File: src/hw/spi_params.svh
/* SPI master configuration
   SCK ratio, frame delays and FIFO depth */

`ifndef SPI_PARAMS_SVH
`define SPI_PARAMS_SVH

`default_nettype none

// aclk cycles per SCK period, even and at least 2
`define SPI_CLK_RATIO   8

// aclk cycles from ss_n falling to the first SCK edge of the frame
`define SPI_PRE_CYCLES  4

// aclk cycles after the last SCK falling edge before ss_n rises
`define SPI_POST_CYCLES 4

// Default depth of the transmit and receive FIFOs
`define SPI_FIFO_DEPTH  4

`default_nettype wire

`endif

File: src/hw/spi_pkg.sv
/* Shared types of the SPI master
   Data byte, tick counter, pin bundle and engine states */

`include "spi_params.svh"
`default_nettype none

package spi_pkg;

    // Longest interval the tick counter has to cover
    localparam int SPI_CNT_MAX =
        (`SPI_CLK_RATIO >= `SPI_PRE_CYCLES && `SPI_CLK_RATIO >= `SPI_POST_CYCLES) ?
            `SPI_CLK_RATIO :
        (`SPI_PRE_CYCLES >= `SPI_POST_CYCLES) ? `SPI_PRE_CYCLES : `SPI_POST_CYCLES;
    localparam int SPI_CNT_W = $clog2(SPI_CNT_MAX + 1);

    typedef logic [7:0] spi_byte_t;

    typedef logic [SPI_CNT_W-1:0] spi_cnt_t;

    // Pins driven by the master, always enabled
    typedef struct packed {
        logic sck;
        logic ss_n;
        logic mosi;
    } spi_pins_t;

    typedef enum logic [1:0] {
        IDLE,
        PRE,
        SHIFT,
        POST
    } spi_state_e;

endpackage

`default_nettype wire

File: src/hw/byte_fifo.sv
/* Byte FIFO, first-word fall-through
   Circular buffer with valid/ready on both sides */

`timescale 1ns/1ns
`include "spi_params.svh"
`default_nettype none

module byte_fifo
    import spi_pkg::*;
#(
    parameter int DEPTH = `SPI_FIFO_DEPTH
) (
    input  logic      aclk,
    input  logic      aresetn,
    input  spi_byte_t in_data,
    input  logic      in_valid,
    output logic      in_ready,
    output spi_byte_t out_data,
    output logic      out_valid,
    input  logic      out_ready
);

    localparam int PTR_W = (DEPTH > 1) ? $clog2(DEPTH) : 1;
    localparam int CNT_W = $clog2(DEPTH + 1);

    spi_byte_t        mem [DEPTH];
    logic [PTR_W-1:0] wr_ptr;
    logic [PTR_W-1:0] rd_ptr;
    logic [CNT_W-1:0] count;
    logic             wr_en;
    logic             rd_en;

    // Pointer wrap, depth need not be a power of two
    function automatic logic [PTR_W-1:0] next_ptr(input logic [PTR_W-1:0] ptr);
        if (ptr == PTR_W'(DEPTH - 1)) begin
            return '0;
        end
        return ptr + 1'b1;
    endfunction

    assign in_ready  = (count != CNT_W'(DEPTH));
    assign out_valid = (count != '0);
    assign out_data  = mem[rd_ptr];
    assign wr_en     = in_valid && in_ready;
    assign rd_en     = out_valid && out_ready;

    always_ff @(posedge aclk) begin
        if (wr_en) begin
            mem[wr_ptr] <= in_data;
        end
    end

    always_ff @(posedge aclk) begin
        if (!aresetn) begin
            wr_ptr <= '0;
            rd_ptr <= '0;
            count  <= '0;
        end else begin
            if (wr_en) begin
                wr_ptr <= next_ptr(wr_ptr);
            end
            if (rd_en) begin
                rd_ptr <= next_ptr(rd_ptr);
            end
            case ({wr_en, rd_en})
                2'b10:   count <= count + 1'b1;
                2'b01:   count <= count - 1'b1;
                default: count <= count;
            endcase
        end
    end

endmodule

`default_nettype wire

File: src/hw/spi_shift_engine.sv
/* SPI mode 0 shift engine
   Runs one slave-select frame per byte and returns the byte read on MISO */

`timescale 1ns/1ns
`include "spi_params.svh"
`default_nettype none

module spi_shift_engine
    import spi_pkg::*;
(
    input  logic      aclk,
    input  logic      aresetn,
    input  spi_byte_t tx_data,
    input  logic      tx_valid,
    output logic      tx_ready,
    output spi_byte_t rx_data,
    output logic      rx_valid,
    input  logic      rx_ready,
    output spi_pins_t spi,
    input  logic      miso
);

    // Last tick of a half SCK period, of PRE and of POST
    localparam spi_cnt_t HALF_LAST = spi_cnt_t'(`SPI_CLK_RATIO / 2 - 1);
    localparam spi_cnt_t PRE_LAST  = spi_cnt_t'(`SPI_PRE_CYCLES - 1);
    localparam spi_cnt_t POST_LAST = spi_cnt_t'(`SPI_POST_CYCLES - 1);

    spi_state_e state;
    spi_cnt_t   tick_cnt;
    logic [2:0] bit_cnt;
    spi_pins_t  pins_q;
    logic [6:0] tx_rest;
    spi_byte_t  rx_shift;
    logic       rx_valid_q;
    logic       accept;
    logic       half_done;
    logic       sck_rise;
    logic       sck_fall;

    // ------------------------------------------------------------------------
    // Stream handshakes
    // ------------------------------------------------------------------------

    // Room for the returned byte is required before a frame starts,
    // so the previous byte must already be in the receive FIFO
    assign tx_ready = (state == IDLE) && rx_ready && !rx_valid_q;
    assign accept   = tx_valid && tx_ready;

    assign rx_data  = rx_shift;
    assign rx_valid = rx_valid_q;
    assign spi      = pins_q;

    // SCK edges happen at the end of each half period
    assign half_done = (state == SHIFT) && (tick_cnt == HALF_LAST);
    assign sck_rise  = half_done && !pins_q.sck;
    assign sck_fall  = half_done && pins_q.sck;

    // ------------------------------------------------------------------------
    // Frame FSM and pin registers
    // ------------------------------------------------------------------------

    // ss_n low for PRE + 8 * RATIO + POST cycles per frame
    always_ff @(posedge aclk) begin
        if (!aresetn) begin
            state      <= IDLE;
            tick_cnt   <= '0;
            bit_cnt    <= '0;
            pins_q     <= '{sck: 1'b0, ss_n: 1'b1, mosi: 1'b0};
            rx_valid_q <= 1'b0;
        end else begin
            if (rx_valid_q && rx_ready) begin
                rx_valid_q <= 1'b0;
            end
            case (state)
                IDLE: begin
                    if (accept) begin
                        state       <= PRE;
                        tick_cnt    <= '0;
                        pins_q.ss_n <= 1'b0;
                        // MSB set up for the whole pre-delay
                        pins_q.mosi <= tx_data[7];
                    end
                end
                PRE: begin
                    if (tick_cnt == PRE_LAST) begin
                        state    <= SHIFT;
                        tick_cnt <= '0;
                        bit_cnt  <= '0;
                    end else begin
                        tick_cnt <= tick_cnt + 1'b1;
                    end
                end
                SHIFT: begin
                    if (half_done) begin
                        tick_cnt   <= '0;
                        pins_q.sck <= !pins_q.sck;
                    end else begin
                        tick_cnt <= tick_cnt + 1'b1;
                    end
                    // Falling edge ends a bit, next bit goes out with it
                    if (sck_fall) begin
                        if (bit_cnt == 3'd7) begin
                            state <= POST;
                        end else begin
                            bit_cnt     <= bit_cnt + 1'b1;
                            pins_q.mosi <= tx_rest[6];
                        end
                    end
                end
                POST: begin
                    if (tick_cnt == POST_LAST) begin
                        state       <= IDLE;
                        tick_cnt    <= '0;
                        pins_q.ss_n <= 1'b1;
                        pins_q.mosi <= 1'b0;
                        rx_valid_q  <= 1'b1;
                    end else begin
                        tick_cnt <= tick_cnt + 1'b1;
                    end
                end
                default: begin
                    state <= IDLE;
                end
            endcase
        end
    end

    // ------------------------------------------------------------------------
    // Data shift registers
    // ------------------------------------------------------------------------

    // Remaining transmit bits after the MSB
    always_ff @(posedge aclk) begin
        if (accept) begin
            tx_rest <= tx_data[6:0];
        end else if (sck_fall) begin
            tx_rest <= {tx_rest[5:0], 1'b0};
        end
    end

    // MISO captured as SCK goes high, MSB first
    always_ff @(posedge aclk) begin
        if (sck_rise) begin
            rx_shift <= {rx_shift[6:0], miso};
        end
    end

endmodule

`default_nettype wire

File: src/hw/spi_master_sub.sv
/* SPI master subsystem top
   Transmit FIFO, shift engine and receive FIFO in series */

`timescale 1ns/1ns
`include "spi_params.svh"
`default_nettype none

module spi_master_sub
    import spi_pkg::*;
(
    input  logic      aclk,
    input  logic      aresetn,
    input  spi_byte_t tx_data,
    input  logic      tx_valid,
    output logic      tx_ready,
    output spi_byte_t rx_data,
    output logic      rx_valid,
    input  logic      rx_ready,
    output spi_pins_t spi,
    input  logic      miso
);

    // Queue to engine
    spi_byte_t txq_data;
    logic      txq_valid;
    logic      txq_ready;

    // Engine to queue
    spi_byte_t rxq_data;
    logic      rxq_valid;
    logic      rxq_ready;

    byte_fifo #(.DEPTH(`SPI_FIFO_DEPTH)) tx_fifo (
        .aclk     (aclk),
        .aresetn  (aresetn),
        .in_data  (tx_data),
        .in_valid (tx_valid),
        .in_ready (tx_ready),
        .out_data (txq_data),
        .out_valid(txq_valid),
        .out_ready(txq_ready)
    );

    spi_shift_engine engine (
        .aclk    (aclk),
        .aresetn (aresetn),
        .tx_data (txq_data),
        .tx_valid(txq_valid),
        .tx_ready(txq_ready),
        .rx_data (rxq_data),
        .rx_valid(rxq_valid),
        .rx_ready(rxq_ready),
        .spi     (spi),
        .miso    (miso)
    );

    byte_fifo #(.DEPTH(`SPI_FIFO_DEPTH)) rx_fifo (
        .aclk     (aclk),
        .aresetn  (aresetn),
        .in_data  (rxq_data),
        .in_valid (rxq_valid),
        .in_ready (rxq_ready),
        .out_data (rx_data),
        .out_valid(rx_valid),
        .out_ready(rx_ready)
    );

endmodule

`default_nettype wire

File: config.mk
export PLATFORM = sky130hd
export DESIGN_NAME = spi_master_sub
export DESIGN_NICKNAME = d
export VERILOG_FILES = /design/src/hw/spi_pkg.sv /design/src/hw/byte_fifo.sv /design/src/hw/spi_shift_engine.sv /design/src/hw/spi_master_sub.sv
export VERILOG_INCLUDE_DIRS = /design/src /design/src/hw
export SDC_FILE = /design/constraint.sdc
export NUM_CORES = 1
export LEC_CHECK = 0
export BUFFER_PORTS_ARGS = -buffer_cell sky130_fd_sc_hd__buf_2
export CAP_MARGIN = 20
export CORE_ASPECT_RATIO = 1.1
export CORE_MARGIN = 2
export CORE_UTILIZATION = 60
export CTS_CLUSTER_DIAMETER = 120
export DETAILED_ROUTE_END_ITERATION = 8
export GPL_ROUTABILITY_DRIVEN = 0
export GPL_TIMING_DRIVEN = 1
export PLACE_DENSITY = 0.84
export SYNTH_ARGS = -nofsm -noshare
export SYNTH_HDL_FRONTEND = slang
export SYNTH_HIERARCHICAL = 1
export SYNTH_SLANG_ARGS = --single-unit
File: constraint.sdc
create_clock -name aclk -period 3.5 [get_ports aclk]
set_input_delay 0.7 -clock aclk [delete_from_list [all_inputs] [get_ports aclk]]
set_output_delay 0.7 -clock aclk [all_outputs]
set_load 0.02 [all_outputs]
==> results.json <==
{
  "place_hpwl_mm": 4.89,
  "cp_max_fo": 10,
  "r2r-end": "tx_fifo/count[2]",
  "cp_data_arrival_time_ns": 2.93,
  "clock.fmax_ghz": 0.380,
  "synth_nets": 341,
  "swShare_pct": 29.2,
  "cts_buffers": 9,
  "p_switching_w": 0.000877,
  "start_kind": "register",
  "routed_wirelength_mm": 7.02,
  "drc_errors": 0,
  "grt_pass1_wl_mm": 11.5,
  "min_period_ns": 2.63,
  "num-nets-final": 366,
  "p_leak_nw": 1.77,
  "syn_area_um2": 4570,
  "fin_area_um2": 4930,
  "intPower_w": 0.00213,
  "drtPass1Iterations": 4,
  "clockBufferDepth": 2,
  "antenna_found_initial": 0,
  "r2r_slack_ns": 0.87,
  "diodes": 0,
  "coreArea_um2": 7430,
  "crit_chain": "inv_1 > ha_1 > and3b_1 > o31ai_1 > inv_1 > ha_1 > inv_1 > fa_1 > xor2_1 > or3_2 > a21boi_1",
  "synth_top_cell_area_share_pct": 51.9,
  "vias": 2439,
  "finalHoldViolations": 0,
  "cts_tree": "done",
  "setup_viol": 0,
  "cp_common_cell": "inv_1",
  "grt_overflow": 0,
  "cp_top_family": "adder cells",
  "ys_ff_latch": 110,
  "hold_buffers": 0,
  "cellPowerDensity_nw_per_um2": 609,
  "layout-drive-gt1-share_pct": 22.6,
  "ys_types": 44,
  "fp.dieW_um": 87.2,
  "maxSlewViolCount": 0,
  "synthFlopType": "edfxtp_1",
  "postSynthAreaPerCell_um2": 14.9,
  "endpoint": "tx_fifo/count[2]",
  "cts.root.buffer_cell": "clkbuf_8",
  "ant_nets": 0,
  "grt_pass1_vias": 2497,
  "yosys_warnings": 6,
  "synth_edf_count": 79,
  "cap_viol_max_count": 0,
  "outcome": "complete, no violations",
  "final.setup.tns_ns": 0,
  "place_area_um2": 4750,
  "die_h_um": 95.5,
  "ys_seq_area_share_pct": 65.5,
  "cp.depth": 11,
  "die_area_um2": 8330,
  "fillers": 534,
  "clk_latency_ns": 0.37,
  "cts_resized": 0,
  "p_seq_share_pct": 54.5,
  "syn_inst": 307,
  "r2r-start": "engine/state[1]",
  "rsz0062_at_grt": "no",
  "dr.first_iter.drc_count": 137,
  "slew_headroom_pct": 50.4,
  "cp_num_buf_inv": 3,
  "hp-class": "register to register",
  "grt_usage_pct": 18.4,
  "postCtsSetupRepairBufs": 0,
  "place.port_buffers": 25,
  "synth_top_area_cell": "edfxtp_1",
  "htreeDepth": 3,
  "tightest_slew_ns": 0.742,
  "holdWs_ns": 0.468,
  "wl_per_cell_um": 16.5,
  "yosys-top-cells-area": "edfxtp_1, dfxtp_1, mux4_2",
  "io_pins": 26,
  "required_ns": 3.81,
  "clockPowerShare_pct": 24.1,
  "worstRegToRegCells": 11,
  "grt_max_degree": 28,
  "setup_slack_ns": 0.871,
  "irDropWorstVdd_mv": 0.438,
  "crit_type": "register to register",
  "clock_skew_ns": 0.0124,
  "crit_start": "engine/state[1]",
  "min_period_over_period_pct": 75.1,
  "pre_cts_slack_ns": 0.895,
  "viasPerCell": 5.75,
  "async_flop_share_pct": 0,
  "clock-sinks": 110,
  "critical_path.max_stage_delay_ns": 0.41,
  "crit_slowest_cell": "or3_2",
  "comb_power_share_pct": 21.4,
  "rows": 33,
  "start_util_pct": 61.5,
  "clk_pin_slew_ns": 0.10,
  "endpoint_kind": "register",
  "syn_to_final_growth_pct": 7.97
}
cells by family after synthesis:
kind of cell | share of synthesized area (%)
flip-flops | 65.5
multiplexers | 10.2
AO/OA/AOI/OAI | 4.24
AND/OR/NAND/NOR | 10.2
buffers and inverters | 2.76
adder cells (fa/ha/maj) | 6.08
XOR/XNOR | 0.958
placed cells by master (no fill, tap or decap), drive strengths merged, types with 4 or more instances in the layout:
cell type   n
mux2i       4
mux2        6
dfxtp      31
nor2       18
and3        9
and2        7
inv        24
or3         5
buf        25
a21oi       4
edfxtp     79
nand2      19
nand3       7
nor3        4
ha         19
o21ai      13
mux4       16
clkbuf      9
worst min-delay path, cell delays in order (launching register included):
cell and delay (ns):
dfxtp_1 0.32, nand2_1 0.05, mux2i_1 0.05
per-layer routing:
layer	vias up	share of wire (%)	track usage, %
met1	1188	41	21.1
met3	8	3.5	3.90
li1	1195	-	-
met4	0	1.4	7.05
met5	-	0	0
met2	48	54	33.8
cells in the mapped netlist (5+ instances only):
library cell / instances
and2_1: 5
and3_2: 6
clkbuf_1: 5
dfxtp_1: 31
edfxtp_1: 79
ha_1: 19
inv_1: 18
mux2_2: 6
mux4_2: 16
nand2_1: 19
nand3_1: 7
nor2_1: 18
o21ai_0: 11
flip-flops by register name (all words and copies together) (netlist names), 2 cells and up, named ones only:
name,cells
rx_fifo/mem,32
tx_fifo/mem,32
engine/rx_data,8
engine/tx_rest,7
engine/tick_cnt,4
engine/bit_cnt,3
engine/spi,3
rx_fifo/count,3
tx_fifo/count,3
engine/state,2
rx_fifo/rd_ptr,2
rx_fifo/wr_ptr,2
tx_fifo/rd_ptr,2
tx_fifo/wr_ptr,2
power by group through the flow:
stage          clock [W]  combinational [W]  sequential [W]
3_5_place_dp           0           0.000636         0.00167
3_3_place_gp           0           0.000613         0.00166
5_1_grt         0.000800           0.000714         0.00166
2_1_floorplan          0           0.000526         0.00163
6_report        0.000725           0.000643         0.00164
4_1_cts         0.000752           0.000645         0.00164
how the worst min path moves through the flow:
stage,endpoint,slack (ns),from,cells past startpoint
floorplan,rx_fifo/mem[0][7],0.46,engine/rx_data[7],0
global placement,engine/spi[0],0.44,engine/spi[0],2
detailed placement,engine/spi[0],0.46,engine/spi[0],2
CTS,engine/spi[0],0.47,engine/spi[0],2
global route,engine/rx_data[0],0.49,miso,1
finish,engine/spi[0],0.47,engine/spi[0],2
layout make-up:
cell class	instances	area [µm²]	share of cell area, %
Clock inverter	7	65.1	1.32
Clock buffer	9	124	2.51
Tap cell	87	109	2.21
Sequential cell	110	2990	60.6
Timing Repair Buffer	25	125	2.54
Multi-Input combinational cell	168	1450	29.4
Inverter	18	67.6	1.37
stage by stage:
| step | cells | total power [W] | util [%] |
|---|---|---|---|
| 2_1_floorplan | 307 | 0.00216 | - |
| 3_3_place_gp | 408 | 0.00227 | 63.9 |
| 3_5_place_dp | 408 | 0.00231 | 63.9 |
| 4_1_cts | 424 | 0.00304 | 66.4 |
| 5_1_grt | 424 | 0.00317 | 66.4 |
| 6_report | 424 | 0.00301 | 66.4 |
Power figures use the tool's default switching activity.
